## src/scope_pkg.sv

```systemverilog
`default_nettype none

package scope_pkg;

   //////////////////////////////////////////////////
   // widths and timing
   localparam int SAMPLE_W      = 12;
   localparam int PHASE_W       = 32;
   localparam int LFSR_W        = 5;
   localparam int DDS_PHASE_INC = 258;
   localparam int LFSR_TICK_DIV = 25;   // 25 MHz down to the old 1 MHz step rate
   localparam int SAMPLE_DIV    = 64;
   localparam int FIFO_DEPTH    = 16;
   localparam int PLOT_ROW_BASE = 266;  // top row of the trace window
   localparam int ROW_W         = 11;

   localparam int TICK_W = $clog2(LFSR_TICK_DIV);
   localparam int DEC_W  = $clog2(SAMPLE_DIV);
   localparam int PTR_W  = $clog2(FIFO_DEPTH);
   localparam int CNT_W  = $clog2(FIFO_DEPTH + 1);  // must hold FIFO_DEPTH itself

   localparam logic [1:0] WAVE_SAW    = 2'd0;
   localparam logic [1:0] WAVE_SQUARE = 2'd1;
   localparam logic [1:0] WAVE_TRI    = 2'd2;
   localparam logic [1:0] WAVE_NOISE  = 2'd3;

   //////////////////////////////////////////////////
   // keyboard event bytes, break is make with bit 7 set
   localparam logic [7:0] SC_MAKE_1  = 8'h16;
   localparam logic [7:0] SC_MAKE_2  = 8'h1E;
   localparam logic [7:0] SC_MAKE_3  = 8'h26;
   localparam logic [7:0] SC_MAKE_4  = 8'h25;
   localparam logic [7:0] SC_MAKE_M  = 8'h3A;
   localparam logic [7:0] SC_BREAK_1 = 8'h96;
   localparam logic [7:0] SC_BREAK_2 = 8'h9E;
   localparam logic [7:0] SC_BREAK_3 = 8'hA6;
   localparam logic [7:0] SC_BREAK_4 = 8'hA5;
   localparam logic [7:0] SC_BREAK_M = 8'hBA;

   typedef struct packed {
      logic       ready;  // one-cycle strobe
      logic [7:0] code;
   } kbd_event_t;

   typedef struct packed {
      logic key_1;
      logic key_2;
      logic key_3;
      logic key_4;
      logic key_m;
   } held_keys_t;

   typedef logic signed [SAMPLE_W-1:0] sample_t;

   typedef struct packed {
      logic [ROW_W-1:0] row;
      logic             valid;
   } trace_t;

endpackage

`default_nettype wire

```

## src/dds_sample_source.sv

```systemverilog
`timescale 1ns/100ps
`default_nettype none

module dds_sample_source (
   input  wire logic                  CLK_25MHZ,
   input  wire logic                  reset_from_key,
   input  wire scope_pkg::held_keys_t held,
   output logic                       push,
   output scope_pkg::sample_t         push_data
);

   import scope_pkg::*;

   logic [TICK_W-1:0]   tick_cnt;
   logic [LFSR_W-1:0]   lfsr;
   logic [PHASE_W-1:0]  phase;
   logic [PHASE_W-1:0]  phase_step;
   logic [1:0]          wave_sel;
   logic [DEC_W-1:0]    dec_cnt;
   logic [SAMPLE_W-1:0] phase_top;
   logic [SAMPLE_W-2:0] fold;
   sample_t             wave_val;
   sample_t             sample_r;

   assign phase_top  = phase[PHASE_W-1 -: SAMPLE_W];
   assign phase_step = held.key_m ? PHASE_W'(DDS_PHASE_INC / 2) : PHASE_W'(DDS_PHASE_INC);
   assign fold       = phase_top[SAMPLE_W-1] ? ~phase_top[SAMPLE_W-2:0] : phase_top[SAMPLE_W-2:0];

   //////////////////////////////////////////////////
   // tick divider, lfsr and gated phase accumulator
   always_ff @(posedge CLK_25MHZ)
   begin
      if (reset_from_key)
      begin
         tick_cnt <= '0;
         lfsr     <= LFSR_W'(1);
         phase    <= '0;
         dec_cnt  <= '0;
      end
      else
      begin
         if (tick_cnt == TICK_W'(LFSR_TICK_DIV - 1))
         begin
            tick_cnt <= '0;
            lfsr     <= {lfsr[LFSR_W-2:0], lfsr[4] ^ lfsr[2]};  // x^5 + x^3 + 1
         end
         else
         begin
            tick_cnt <= tick_cnt + TICK_W'(1);
         end
         if (lfsr[0])
            phase <= phase + phase_step;                         // lfsr gates the dds
         if (dec_cnt == DEC_W'(SAMPLE_DIV - 1))
            dec_cnt <= '0;
         else
            dec_cnt <= dec_cnt + DEC_W'(1);
      end
   end

   // key 1 wins over 2, 2 over 3, and so on
   always_ff @(posedge CLK_25MHZ)
   begin
      if (reset_from_key)
         wave_sel <= WAVE_SAW;
      else if (held.key_1)
         wave_sel <= WAVE_SAW;
      else if (held.key_2)
         wave_sel <= WAVE_SQUARE;
      else if (held.key_3)
         wave_sel <= WAVE_TRI;
      else if (held.key_4)
         wave_sel <= WAVE_NOISE;
      else
         wave_sel <= WAVE_SAW;
   end

   always_comb
   begin
      case (wave_sel)
         WAVE_SQUARE: wave_val = phase_top[SAMPLE_W-1] ? sample_t'({1'b1, {(SAMPLE_W-1){1'b0}}})
                                                        : sample_t'({1'b0, {(SAMPLE_W-1){1'b1}}});
         WAVE_TRI:    wave_val = sample_t'({~fold[SAMPLE_W-2], fold[SAMPLE_W-3:0], 1'b0});
         WAVE_NOISE:  wave_val = sample_t'({lfsr, {(SAMPLE_W-LFSR_W){1'b0}}});
         default:     wave_val = sample_t'(phase_top);          // sawtooth
      endcase
   end

   always_ff @(posedge CLK_25MHZ)
   begin
      sample_r <= wave_val;
   end

   assign push      = (dec_cnt == DEC_W'(SAMPLE_DIV - 1));   // one pulse per decimation period
   assign push_data = sample_r;

   a_lfsr_alive : assert property (
      @(posedge CLK_25MHZ) disable iff (reset_from_key)
      lfsr != '0
   )
   else $error("lfsr locked up at zero");

endmodule

`default_nettype wire

```

## src/dds_scope_top.sv

```systemverilog
`timescale 1ns/100ps
`default_nettype none

module dds_scope_top (
   input  wire logic                  CLK_25MHZ,
   input  wire logic                  reset_from_key,
   input  wire scope_pkg::kbd_event_t kbd_event,
   input  wire logic                  col_strobe,
   output scope_pkg::trace_t          trace,
   output logic                       trace_miss,
   output logic                       fifo_overflow,
   output scope_pkg::held_keys_t      held
);

   import scope_pkg::*;

   logic    push;      // decimated sample strobe
   sample_t push_data;
   logic    pop;
   sample_t head;
   logic    empty;

   //////////////////////////////////////////////////
   // keyboard, source, buffer, display side
   key_hold_tracker u_keys (
      .CLK_25MHZ      (CLK_25MHZ),
      .reset_from_key (reset_from_key),
      .kbd_event      (kbd_event),
      .held           (held)
   );

   dds_sample_source u_source (
      .CLK_25MHZ      (CLK_25MHZ),
      .reset_from_key (reset_from_key),
      .held           (held),
      .push           (push),
      .push_data      (push_data)
   );

   sample_fifo u_fifo (
      .CLK_25MHZ      (CLK_25MHZ),
      .reset_from_key (reset_from_key),
      .push           (push),
      .push_data      (push_data),
      .pop            (pop),
      .head           (head),
      .empty          (empty),
      .fifo_overflow  (fifo_overflow)
   );

   trace_renderer u_render (
      .CLK_25MHZ      (CLK_25MHZ),
      .reset_from_key (reset_from_key),
      .col_strobe     (col_strobe),
      .head           (head),
      .empty          (empty),
      .pop            (pop),
      .trace          (trace),
      .trace_miss     (trace_miss)
   );

endmodule

`default_nettype wire

```

## src/key_hold_tracker.sv

```systemverilog
`timescale 1ns/100ps
`default_nettype none

module key_hold_tracker (
   input  wire logic                  CLK_25MHZ,
   input  wire logic                  reset_from_key,
   input  wire scope_pkg::kbd_event_t kbd_event,
   output scope_pkg::held_keys_t      held
);

   import scope_pkg::*;

   logic [$bits(held_keys_t)-1:0] make_hit;   // same bit order as held_keys_t
   logic [$bits(held_keys_t)-1:0] break_hit;
   logic [$bits(held_keys_t)-1:0] held_bits;

   assign held_bits = held;

   //////////////////////////////////////////////////
   // decode the event byte against the key table
   always_comb
   begin
      make_hit = {
         kbd_event.code == SC_MAKE_1,
         kbd_event.code == SC_MAKE_2,
         kbd_event.code == SC_MAKE_3,
         kbd_event.code == SC_MAKE_4,
         kbd_event.code == SC_MAKE_M
      };
      break_hit = {
         kbd_event.code == SC_BREAK_1,
         kbd_event.code == SC_BREAK_2,
         kbd_event.code == SC_BREAK_3,
         kbd_event.code == SC_BREAK_4,
         kbd_event.code == SC_BREAK_M
      };
   end

   always_ff @(posedge CLK_25MHZ)
   begin
      if (reset_from_key)
      begin
         held <= '0;
      end
      else if (kbd_event.ready)
      begin
         held <= held_keys_t'((held_bits | make_hit) & ~break_hit);  // unknown codes fall through
      end
   end

   // a code listed as both make and break would leave the key state ambiguous
   a_code_unique : assert property (
      @(posedge CLK_25MHZ) disable iff (reset_from_key)
      kbd_event.ready |-> !((|make_hit) && (|break_hit))
   )
   else $error("event code %h matches a make and a break entry", kbd_event.code);

endmodule

`default_nettype wire

```

## src/sample_fifo.sv

```systemverilog
`timescale 1ns/100ps
`default_nettype none

module sample_fifo (
   input  wire logic               CLK_25MHZ,
   input  wire logic               reset_from_key,
   input  wire logic               push,
   input  wire scope_pkg::sample_t push_data,
   input  wire logic               pop,
   output scope_pkg::sample_t      head,
   output logic                    empty,
   output logic                    fifo_overflow
);

   import scope_pkg::*;

   sample_t          mem [FIFO_DEPTH];
   logic [PTR_W-1:0] wr_ptr;
   logic [PTR_W-1:0] rd_ptr;
   logic [CNT_W-1:0] count;
   logic             full;
   logic             do_write;
   logic             do_read;

   assign full     = (count == CNT_W'(FIFO_DEPTH));
   assign empty    = (count == '0);
   assign head     = mem[rd_ptr];                 // show-ahead
   assign do_read  = pop && !empty;
   assign do_write = push && (!full || do_read);  // a pop frees the slot in the same cycle

   always_ff @(posedge CLK_25MHZ)
   begin
      if (do_write)
         mem[wr_ptr] <= push_data;
   end

   always_ff @(posedge CLK_25MHZ)
   begin
      if (reset_from_key)
      begin
         wr_ptr        <= '0;
         rd_ptr        <= '0;
         count         <= '0;
         fifo_overflow <= 1'b0;
      end
      else
      begin
         if (do_write)
            wr_ptr <= wr_ptr + PTR_W'(1);
         if (do_read)
            rd_ptr <= rd_ptr + PTR_W'(1);
         case ({do_write, do_read})
            2'b10:   count <= count + CNT_W'(1);
            2'b01:   count <= count - CNT_W'(1);
            default: count <= count;
         endcase
         if (push && !do_write)
            fifo_overflow <= 1'b1;               // sticky until reset
      end
   end

   a_count_bound : assert property (
      @(posedge CLK_25MHZ) disable iff (reset_from_key)
      count <= CNT_W'(FIFO_DEPTH)
   )
   else $error("fifo count %0d above depth", count);

   // the renderer must look at empty before it pops
   a_no_pop_empty : assert property (
      @(posedge CLK_25MHZ) disable iff (reset_from_key)
      pop |-> !empty
   )
   else $error("pop on empty fifo");

endmodule

`default_nettype wire

```

## src/trace_renderer.sv

```systemverilog
`timescale 1ns/100ps
`default_nettype none

module trace_renderer (
   input  wire logic               CLK_25MHZ,
   input  wire logic               reset_from_key,
   input  wire logic               col_strobe,
   input  wire scope_pkg::sample_t head,
   input  wire logic               empty,
   output logic                    pop,
   output scope_pkg::trace_t       trace,
   output logic                    trace_miss
);

   import scope_pkg::*;

   logic [7:0]       plot_byte;
   logic [ROW_W-1:0] row_r;
   logic             valid_r;

   assign pop       = col_strobe && !empty;
   assign plot_byte = {~head[SAMPLE_W-1], head[SAMPLE_W-2 -: 7]};  // offset binary, top 8 bits

   //////////////////////////////////////////////////
   // column strobe to screen row, one cycle
   always_ff @(posedge CLK_25MHZ)
   begin
      if (reset_from_key)
      begin
         valid_r    <= 1'b0;
         trace_miss <= 1'b0;
      end
      else
      begin
         valid_r    <= pop;
         trace_miss <= col_strobe && empty;  // nothing buffered for this column
      end
   end

   always_ff @(posedge CLK_25MHZ)
   begin
      if (pop)
         row_r <= ROW_W'(PLOT_ROW_BASE + 255) - ROW_W'(plot_byte);  // larger sample, higher on screen
   end

   assign trace = '{row: row_r, valid: valid_r};

   a_valid_or_miss : assert property (
      @(posedge CLK_25MHZ) disable iff (reset_from_key)
      !(trace.valid && trace_miss)
   )
   else $error("trace valid and miss in the same cycle");

endmodule

`default_nettype wire

```

## config.mk

```make
export PLATFORM = sky130hd
export DESIGN_NAME = dds_scope_top
export DESIGN_NICKNAME = d
export VERILOG_FILES = /design/src/scope_pkg.sv /design/src/dds_sample_source.sv /design/src/dds_scope_top.sv /design/src/key_hold_tracker.sv /design/src/sample_fifo.sv /design/src/trace_renderer.sv
export SDC_FILE = /design/constraint.sdc
export NUM_CORES = 1
export LEC_CHECK = 0
export ABC_AREA = 1
export BUFFER_PORTS_ARGS = -buffer_cell sky130_fd_sc_hd__buf_2
export CORE_UTILIZATION = 27
export CTS_CLUSTER_DIAMETER = 200
export DETAILED_ROUTE_END_ITERATION = 8
export GPL_ROUTABILITY_DRIVEN = 0
export PLACE_DENSITY = 0.39
export SLEW_MARGIN = 20
export SYNTH_ARGS = -nofsm -noshare
export SYNTH_HDL_FRONTEND = slang
export SYNTH_SLANG_ARGS = --single-unit
```

## constraint.sdc

```tcl
create_clock -name CLK_25MHZ -period 2.5 [get_ports CLK_25MHZ]
set_clock_uncertainty 0.1 [all_clocks]
set_input_delay 0.125 -clock CLK_25MHZ [delete_from_list [all_inputs] [get_ports CLK_25MHZ]]
set_output_delay 0.125 -clock CLK_25MHZ [all_outputs]
set_load 0.03 [all_outputs]
```

==> run_results.csv, run 1 <==
group,metric,value,unit
status,outcome,"finished clean",
worst_hold_path,worst_hold_path.endpoint,"u_keys.held[4]$_SDFFE_PP0P_",
worst_hold_path,hold_class,"in2reg",
power,pwr-share-comb,22.0,%
synthesis,async_flop_share,0,%
grt,overflow,0,
setup_path,rrSetupSlack,0.25,ns
route,dr.max_layer_used,"met4",
cts,cts.sinks,221,
sta,maxSlewViolCount,0,
cts,cts_max_path_buffers,3,
grt,first_global_vias,7498,
synthesis,synth_warnings,0,
cts,cts_tree,"yes",
route,wl_met2,12.86,mm
synthesis,synth_top_family_by_area,"simple AND/OR/NAND/NOR gates",
sta,setup_tns,0,ns
die,die_x,194.5,um
sta,hold_viol,0,
power,p_int,0.006991,W
die,die_h,194.5,um
sta,period_needed,2.246,ns
cells_and_area,post-route-cell-area,0.01191,mm2
placed_design,place_area,0.01088,mm2
cts,clk-insertion-delay-late,0.54,ns
cells_and_area,final_util,32.61,%
cts,cts_buffers,26,
synthesis,synth_simple_gate_area_share,22.35,%
grt,grt_max_degree,40,
die,dieArea,0.03782,mm2
synthesis,synth_commonest_cells,"nand2_1, nor2_1, edfxtp_1",
setup_path,end_kind,"flop",
synthesis,synthesis.nets,1111,
sta,fin_crit_sh,89.83,%
setup_path,start_kind,"flop",
route,wl,26.00,mm
sta,worst_pin_slew,0.7661,ns
setup_path,r2r-end,"u_fifo.count[4]$_SDFFE_PP0P_",
power,clockPowerShare,36.6,%
sta,fmax,445.3,MHz
die,rows,70,
cts,htree_num_levels,1,
die,start_util,27.39,%
setup_path,r2r-start,"u_source.dec_cnt[0]$_SDFF_PP0_",
setup_path,critPathMaxFanout,4,
route,drt_iter0_markers,361,
setup_path,reg2reg_depth,15,
die,pin_count,31,
setup_path,cp.arrival,2.57,ns
cts,root_buffer,"clkbuf_16",
power,swShare,30.43,%
route,vias_per_cell,4.525,
synthesis,yosysSeqAreaShare,58.04,%
setup_path,critical_path_class,"reg2reg",
synthesis,synth-adder-area-share,2.402,%
synthesis,yosys.area.top_type,"edfxtp_1",
die,core,0.03652,mm2
worst_hold_path,min_path_cells,6,
power,peakVddDrop,428.6,uV
sta,relSlewSlack,48.85,%
synthesis,synth_seq_cells,221,
route,wl_met1,11.91,mm
route,vias,7462,
synthesis,synth-compound-area-share,9.331,%
power,p_seq_share,41.4,%
placed_design,dpl.hpwl,17.65,mm
synthesis,synth_area_leaders,"edfxtp_1, dfxtp_1, nand2_1",
power,power_switching,0.003058,W
power,p_per_area,843.7,mW/mm2
placed_design,portBuffers,29,
route,ant_nets,0,
synthesis,synth_edf_count,138,
synthesis,avgSynthCellArea,9.254,um2
synthesis,synth_xor_area_share,0.8755,%
synthesis,synth_cells,1081,
cells_and_area,fin_nets,1191,
synthesis,netlist_area,0.01000,mm2
route,wl_per_cell,15.77,um
synthesis,ys.flop_type,"edfxtp_1",
power,power_leakage,4.649,nW
grt,grt_use_total,13.91,%
synthesis,yosys-mux-area-fraction,0,%
route,first_pass_iters,5,
cts,clk_pin_slew,0.06,ns
worst_hold_path,worstHoldStart,"kbd_event[1]",
job,maxCapViolations,0,
synthesis,yosysMostFrequentCell,"nand2_1",
cells_and_area,antennaDiodeCount,0,
cells_and_area,synthToLayoutAreaGrowth,19.06,%
route,wl_met3,746,um
synthesis,synth_cell_types,49,
synthesis,synth_top_area_share,41.43,%
setup_path,worstPathRequired,2.82,ns
grt,antenna_found_initial,0,
cells_and_area,drive_gt1_share,13.46,%
grt,grt_pass1_wl,41.65,mm
route,drc,0,
sta,setup_viol,0,
==> metrics by stage <==
stage / power (W) / setup WS (ns) / hold slack [ns] / instances
after floorplan: 0.005843 / 0.3528 / 0.1533 / 1081
after global placement: 0.006443 / 0.1713 / 0.2910 / 1584
after detailed placement: 0.006433 / 0.1131 / 0.2959 / 1584
after CTS: 0.01021 / 0.05954 / 0.005758 / 1650
after global routing: 0.01065 / -0.02716 / 0.09391 / 1649
final: 0.01005 / 0.2542 / 0.05111 / 1649
==> flip-flops by register name, summed over array words and instances (netlist names), named ones only <==
register / flops
u_source.dec_cnt: 6
u_fifo.count: 5
u_fifo.fifo_overflow: 1
u_source.phase: 32
u_source.lfsr: 5
u_render.trace_miss: 1
u_fifo.mem: 128
u_fifo.wr_ptr: 4
u_fifo.rd_ptr: 4
u_render.valid_r: 1
u_source.push_data: 8
u_keys.held: 5
u_render.row_r: 10
u_source.tick_cnt: 5
u_source.wave_sel: 2
==> layer usage <==
metal,GRT usage (%),up-vias
met5,0,-
met2,24.69,91
met1,17.65,3531
li1,-,3802
met4,3.116,0
met3,2.169,38
==> what timing repair did <==
action                     in CTS  in global routing
setup endpoints to repair       0                  2
setup buffers                   0                  0
resized for setup               0                  7
hold endpoints to repair       13                  0
hold buffers                   18                  0
==> power by group through the flow <==
stage	combinational (W)	clock [W]	sequential, W
after floorplan	0.00147	0	0.00437
after global placement	0.00220	0	0.00424
after detailed placement	0.00220	0	0.00424
after CTS	0.00222	0.00384	0.00416
after global routing	0.00249	0.00397	0.00418
final	0.00221	0.00368	0.00416
==> final cells by class <==
type	count	area (um2)
Clock buffer	38	745.7
Clock inverter	10	86.33
Fill cell	3728	24610
Inverter	115	431.7
Multi-Input combinational cell	703	3528
Sequential cell	221	5807
Tap cell	468	585.6
Timing Repair Buffer	94	725.7
==> worst max-delay path, stage by stage, from the launching register on <==
cell,delay (ns)
dfxtp_1,0.35
ha_1,0.17
nand2_1,0.06
inv_1,0.06
nand2_1,0.09
nor2_2,0.11
nand2_1,0.10
nand2_2,0.11
inv_2,0.08
fa_2,0.36
a21oi_2,0.14
o21bai_1,0.10
nand2_1,0.07
nand2_1,0.07
a21oi_2,0.12
nor2_1,0.05
==> layout by cell type, fill, tap and decap left out, drive strengths merged, types with 4 or more instances in the layout <==
cell,instances
nand2,225
nor2,149
edfxtp,138
inv,114
nand3,87
dfxtp,83
buf,77
o21ai,67
a21oi,61
clkbuf,38
nor3,23
dlygate4sd3,17
nand4,17
ha,16
o211ai,14
clkinv,9
xor2,6
a32oi,4
and3,4
xnor2,4
nor3b,4
==> how the worst max path moves through the flow <==
stage	startpoint	endpoint	cells after the start
after floorplan	u_source.dec_cnt[0]$_SDFF_PP0_	u_fifo.count[4]$_SDFFE_PP0P_	15
after global placement	u_source.dec_cnt[0]$_SDFF_PP0_	u_fifo.count[4]$_SDFFE_PP0P_	15
after detailed placement	u_source.dec_cnt[0]$_SDFF_PP0_	u_fifo.count[4]$_SDFFE_PP0P_	15
after CTS	kbd_event[8]	u_keys.held[2]$_SDFFE_PP0P_	9
after global routing	u_source.dec_cnt[0]$_SDFF_PP0_	u_fifo.count[4]$_SDFFE_PP0P_	16
final	u_source.dec_cnt[0]$_SDFF_PP0_	u_fifo.count[4]$_SDFFE_PP0P_	15
==> cell families (layout without fill, tap and decap cells) <==
| group | count (synthesis) | in the layout |
|---|---|---|
| xor gates and xnor gates | 10 | 10 |
| adders and majority gates | 18 | 18 |
| and+or+nand+nor | 513 | 513 |
| other | 1 | 1 |
| buffers and inverters | 157 | 257 |
| AOI/OAI and AO/OA | 161 | 161 |
| DFF | 221 | 221 |
(Power assumes the default switching activity.)
==> run 2, diff against run 1 <==
- CTS_BUF_LIST: default -> sky130_fd_sc_hd__clkbuf_4
==> run 2 against run 1 <==
Wire length increased by 2.1%; worst hold slack improved by 0.21 ns; clock-buffer cell count increased by 65; fmax decreased by 7.1%; total power increased by 0.12%; flip-flop and latch count unchanged; register-to-register slack improved by 0.04 ns.
==> run_results.csv, run 2 (synthesis results as in run 1) <==
group,metric,value,unit
status,outcome,"finished clean",
setup_path,start_kind,"input pin",
setup_path,crit_path_max_incr_delay,0.59,ns
cts,cts_max_path_buffers,3,
cts,cts_buffers,66,
sta,setup_ws,0.08279,ns
power,p_per_area,835.6,mW/mm2
route,first_pass_iters,4,
cts,cts_tree,"yes",
setup_path,cp_slowest_cell,"dlygate4sd3_1",
cells_and_area,fin_nets,1236,
setup_path,cp.arrival,2.91,ns
cts,htree_num_levels,3,
sta,rsz0062_at_grt,"false",
worst_hold_path,worst_hold_path.endpoint,"u_fifo.fifo_overflow$_SDFFE_PP0P_",
cts,cts.sinks,221,
route,vias,7759,
setup_path,path_cells,"dlygate4sd3_1 > buf_2 > nor2_2 > inv_1 > nor3_2 > dlygate4sd3_1 > a21oi_1 > dlygate4sd3_1 > nor2_1 > dlygate4sd3_1",
placed_design,dpl.hpwl,17.65,mm
grt,overflow,0,
route,ant_nets,0,
grt,grt_use_total,14.36,%
cells_and_area,drive_gt1_share,18.79,%
cells_and_area,largest_register_ffs,128,
cells_and_area,num-fill-cells,3797,
setup_path,rrSetupSlack,0.29,ns
placed_design,portBuffers,29,
setup_path,critPathMaxFanout,3,
setup_path,r2r-start,"u_source.dec_cnt[1]$_SDFF_PP0_",
setup_path,worstPathRequired,3.00,ns
cells_and_area,final_cell_mix,"nand2_1, nor2_1, edfxtp_1",
worst_hold_path,worstHoldStart,"col_strobe",
die,die_h,194.5,um
grt,first_global_vias,7918,
placed_design,dp_slack,0.1131,ns
setup_path,crit_top_cell,"dlygate4sd3_1",
route,vias_per_cell,4.498,
sta,relSlewSlack,46.85,%
sta,maxSlewViolCount,0,
worst_hold_path,hold_class,"in2reg",
die,dieArea,0.03782,mm2
sta,worst_pin_slew,0.7962,ns
sta,fmax,413.7,MHz
cells_and_area,top_register,"u_fifo.mem",
sta,setup_tns,0,ns
die,start_util,27.39,%
setup_path,critical_path.top_delay_family,"buffers and inverters",
worst_hold_path,min_path_cells,5,
setup_path,end_kind,"flop",
grt,grt_pass1_wl,42.46,mm
route,wl_per_cell,15.39,um
die,core,0.03652,mm2
cells_and_area,synthToLayoutAreaGrowth,20.36,%
setup_path,critical_path_class,"in2reg",
grt,antenna_found_initial,1,
die,pin_count,31,
route,wl,26.54,mm
setup_path,reg2reg_depth,15,
setup_path,r2r-end,"u_fifo.count[4]$_SDFFE_PP0P_",
power,power_leakage,4.795,nW
die,rows,70,
sta,hold_viol,0,
setup_path,critPathBufInv,6,
cells_and_area,reg_top3,"u_fifo.mem (128), u_source.phase (32), u_render.row_r (10)",
cts,root_buffer,"clkbuf_4",
die,die_x,194.5,um
sta,period_needed,2.417,ns
sta,fin_crit_sh,96.69,%
grt,grt_max_degree,40,
cts,clk_pin_slew,0.07,ns
route,drc,0,
cts,clk-insertion-delay-late,0.69,ns
power,peakVddDrop,308.0,uV
route,drt_iter0_markers,412,
cells_and_area,mostFrequentLayoutCell,"nand2_1",
sta,setup_viol,0,
job,maxCapViolations,0,
-- run 2: cell count changes in the layout (fill, tap and decap cells not counted), moves of 2 or more --
cell / previous run / this run
clkbuf_1: 7 / 0
clkbuf_16: 26 / 0
clkbuf_4: 0 / 103
clkbuf_8: 5 / 0
clkinv_1: 3 / 9
clkinv_2: 5 / 0
dlygate4sd3_1: 17 / 21
inv_2: 7 / 9
nor2_1: 143 / 140
nor2_2: 4 / 7
-- run 2: timing repair --
item                                   CTS  global route
endpoints found under the hold margin   63             1
buffers inserted                         0             1
hold buffers                            22             1
setup endpoints to repair                0             3
gates resized for setup                  0            12
-- run 2: stage by stage --
stage	hold slack (ns)	std cells	total power, W	utilization, %	cell area, um2
after floorplan	0.1533	1081	0.005843	-	10000
after global placement	0.2910	1584	0.006443	29.79	10880
after detailed placement	0.2959	1584	0.006433	29.79	10880
after global routing	0.2385	1725	0.01073	32.97	12040
final	0.2630	1725	0.01006	32.97	12040
after CTS	0.2090	1724	0.01022	32.84	12000
-- run 2: area by class of cell --
class | count | area, um2 | area share (%)
flip-flops and latches | 221 | 5807 | 48.23
multi-input cells | 703 | 3546 | 29.45
clock buffers | 103 | 773.2 | 6.422
repair buffers | 99 | 773.2 | 6.422
well taps | 468 | 585.6 | 4.863
inverters | 115 | 431.7 | 3.585
clock inverters | 15 | 121.4 | 1.008
diodes | 1 | 2.502 | 0.02078
-- run 2: how the worst max path moves through the flow --
stage	from	end	slack (ns)	cells past startpoint
6_report	kbd_event[6]	u_keys.held[2]$_SDFFE_PP0P_	0.08	10
5_1_grt	u_source.dec_cnt[1]$_SDFF_PP0_	u_fifo.count[4]$_SDFFE_PP0P_	0.01	16
4_1_cts	kbd_event[4]	u_keys.held[4]$_SDFFE_PP0P_	0.03	11
3_5_place_dp	u_source.dec_cnt[0]$_SDFF_PP0_	u_fifo.count[4]$_SDFFE_PP0P_	0.11	15
3_3_place_gp	u_source.dec_cnt[0]$_SDFF_PP0_	u_fifo.count[4]$_SDFFE_PP0P_	0.17	15
2_1_floorplan	u_source.dec_cnt[0]$_SDFF_PP0_	u_fifo.count[4]$_SDFFE_PP0P_	0.35	15
-- run 2: tightest hold or removal path, stage by stage --
cell           delay, ns
dlygate4sd3_1       0.52
buf_2               0.12
nor3_1              0.07
a31oi_1             0.13
nor2_1              0.04
-- run 2: metal layers --
| metal | vias to the layer above | share of wire [%] | GRT usage [%] |
|---|---|---|---|
| met5 | - | 0 | 0 |
| met4 | 0 | 2.3 | 5.644 |
| met3 | 50 | 3.8 | 3.280 |
| met2 | 123 | 49 | 24.57 |
| met1 | 3656 | 45 | 17.43 |
| li1 | 3930 | - | - |
-- run 2: where the power goes --
part,internal [W],switching [W],total [W]
clock,0.00208,0.00161,0.00368
sequential,0.00405,0.000107,0.00416
combinational,0.000775,0.00144,0.00222
total,0.00691,0.00315,0.0101
==> run 3, diff against run 2 <==
- ABC_AREA: 1 -> default
==> run 3 against run 2 <==
Via count decreased by 22%; utilization up 0.42 points; first-iteration DRC count decreased by 22%; sequential power is 3% lower; cell count decreased by 24%; final area shrank 6.8%; synthesized area decreased by 7.6%; fmax fell by 3.0%; highest routed layer unchanged.
==> run_results.csv, run 3 <==
group,metric,value,unit
cells_and_area,final_cell_mix,"edfxtp_1, clkbuf_4, dfxtp_1",
grt,overflow,0,
synthesis,synth_edf_count,138,
grt,grt_max_degree,69,
route,drc,0,
setup_path,worstPathRequired,2.99,ns
synthesis,synth_top_area_share,44.81,%
cts,cts_tree,"yes",
grt,antenna_found_initial,3,
synthesis,synth_commonest_cells,"edfxtp_1, dfxtp_1, nor2_1",
placed_design,dp_slack,-0.04020,ns
route,ant_nets,0,
sta,rsz0062_at_grt,"true",
cells_and_area,ff_latch_area,0.005813,mm2
power,p_int,0.006246,W
setup_path,critical_path_class,"in2reg",
die,pin_count,31,
power,power_leakage,4.009,nW
status,outcome,"finished clean",
die,dieArea,0.03500,mm2
synthesis,avgSynthCellArea,13.56,um2
setup_path,cp.arrival,2.98,ns
synthesis,synth_area_leaders,"edfxtp_1, dfxtp_1, mux4_2",
job,maxCapViolations,0,
cts,clk_pin_slew,0.07,ns
cts,cts_buffers,60,
worst_hold_path,hold_class,"in2reg",
die,start_util,27.51,%
cells_and_area,largest_register_ffs,128,
placed_design,dpl.hpwl,14.10,mm
sta,setup_ws,0.007734,ns
power,power_switching,0.002125,W
grt,grt_pass1_wl,33.79,mm
sta,maxSlewViolCount,0,
synthesis,yosys.area.top_type,"edfxtp_1",
cts,root_buffer,"clkbuf_4",
placed_design,portBuffers,29,
synthesis,synthesis.nets,712,
die,die_h,187.1,um
cts,clk-insertion-delay-late,0.67,ns
setup_path,critPathMaxFanout,4,
synthesis,synth_seq_cells,221,
synthesis,ys.flop_type,"edfxtp_1",
route,wl_per_cell,16.37,um
power,clockPowerShare,37.6,%
cells_and_area,multi_input_area,0.003239,mm2
synthesis,synth_warnings,0,
cells_and_area,num-fill-cells,3294,
sta,relSlewSlack,34.68,%
cells_and_area,fin_nets,841,
synthesis,yosysMostFrequentCell,"edfxtp_1",
die,core,0.03362,mm2
synthesis,synth_cells,682,
power,pwr-share-comb,14.5,%
route,vias_per_cell,4.651,
sta,fin_crit_sh,99.69,%
route,first_pass_iters,7,
setup_path,path_cells,"dlygate4sd3_1 > buf_2 > nor2b_1 > dlygate4sd3_1 > a21oi_1 > dlygate4sd3_1 > a311oi_1 > dlygate4sd3_1",
synthesis,yosysSeqAreaShare,62.78,%
cts,cts_max_path_buffers,3,
route,drt_iter0_markers,321,
sta,setup_tns,0,ns
die,rows,67,
power,peakVddDrop,264.2,uV
synthesis,async_flop_share,0,%
sta,fmax,401.2,MHz
cts,htree_num_levels,2,
cells_and_area,synthToLayoutAreaGrowth,21.35,%
synthesis,netlist_area,0.009248,mm2
grt,first_global_vias,6343,
die,die_x,187.1,um
power,p_per_area,746.0,mW/mm2
cells_and_area,mostFrequentLayoutCell,"edfxtp_1",
setup_path,end_kind,"flop",
power,p_seq_share,48.0,%
sta,hold_slack,0.3269,ns
cells_and_area,reg_top3,"u_fifo.mem (128), u_source.phase (32), u_render.row_r (10)",
sta,setup_viol,0,
sta,hold_viol,0,
cells_and_area,top_register,"u_fifo.mem",
cts,cts.sinks,221,
synthesis,synth_cell_types,59,
route,vias,6065,
grt,grt_use_total,12.32,%
power,swShare,25.39,%
setup_path,crit_top_cell,"dlygate4sd3_1",
setup_path,crit_path_max_incr_delay,0.63,ns
setup_path,start_kind,"input pin",
route,wl,21.35,mm
cells_and_area,drive_gt1_share,26.67,%
sta,period_needed,2.492,ns
sta,worst_pin_slew,0.9762,ns
setup_path,cp_slowest_cell,"dlygate4sd3_1",
-- run 3: cell count changes in the layout (fill, tap and decap cells not counted), sizes merged, moves of 16 or more --
cell / previous run / this run
mux4: 0 / 34
or4: 0 / 17
inv: 116 / 20
nor2: 149 / 65
nand2: 225 / 33
o21ai: 67 / 10
nand3: 87 / 24
o31ai: 0 / 16
-- run 3: cells by family after synthesis --
group / share of synthesized area, %
flops: 62.78
simple gates: 11.72
compound gates: 7.563
buf+inv: 2.719
mux: 10.03
xor+xnor: 2.557
fa+ha+maj: 2.598
other cells: 0.04055
-- run 3: metrics by stage --
stage / power (W) / area [um2] / util, % / std cells
floorplan: 0.004927 / 9273 / - / 682
global placement: 0.005264 / 10260 / 30.52 / 1180
detailed placement: 0.005279 / 10260 / 30.52 / 1180
CTS: 0.008537 / 11200 / 33.31 / 1303
global route: 0.008826 / 11220 / 33.38 / 1304
finish: 0.008371 / 11220 / 33.38 / 1304
-- run 3: worst max-delay path, delay by kind of cell --
family | cells | cell delay, ns
AO/OA/AOI/OAI | 2 | 0.31
buffers and inverters | 5 | 2.44
AND/OR/NAND/NOR | 1 | 0.10
-- run 3: repair_timing --
action	in CTS	in global routing
endpoints found under the hold margin	70	0
gates resized for setup	2	9
setup buffers	1	0
setup endpoints to repair	1	16
pin swaps	3	5
hold buffers	16	0
-- run 3: worst paths after layout --
check,start,end,slack (ns),depth (start not counted)
max reg2reg,u_fifo.count[1]$_SDFFE_PP0P_,u_fifo.count[4]$_SDFFE_PP0P_,0.03,9
max,kbd_event[0],u_keys.held[2]$_SDFFE_PP0P_,0.008,8
min reg2reg,u_source.tick_cnt[0]$_SDFF_PP0_,u_source.tick_cnt[0]$_SDFF_PP0_,0.36,1
min,kbd_event[7],u_keys.held[4]$_SDFFE_PP0P_,0.33,5
-- run 3: routing by layer --
metal | part of all wire, % | wire length [um] | GRT usage (%)
met5 | 0 | 0 | 0
met4 | 2.1 | 459 | 4.445
met3 | 5.0 | 1074 | 2.627
met2 | 49 | 10480 | 21.16
met1 | 44 | 9335 | 15.18
-- run 3: cell type report --
type,count,share of cell area (%)
Tap cell,448,4.995
Sequential cell,221,51.80
Antenna cell,1,0.02230
Multi-Input combinational cell,409,28.87
Clock inverter,18,0.8362
Timing Repair Buffer,99,6.924
Inverter,20,0.6690
Clock buffer,88,5.887
-- run 3: power groups by stage --
stage	logic, W	registers (W)	clock network [W]
detailed placement	0.00119	0.00409	0
finish	0.00121	0.00402	0.00314
global placement	0.00118	0.00409	0
global route	0.00131	0.00403	0.00349
floorplan	0.000764	0.00416	0
CTS	0.00123	0.00401	0.00330
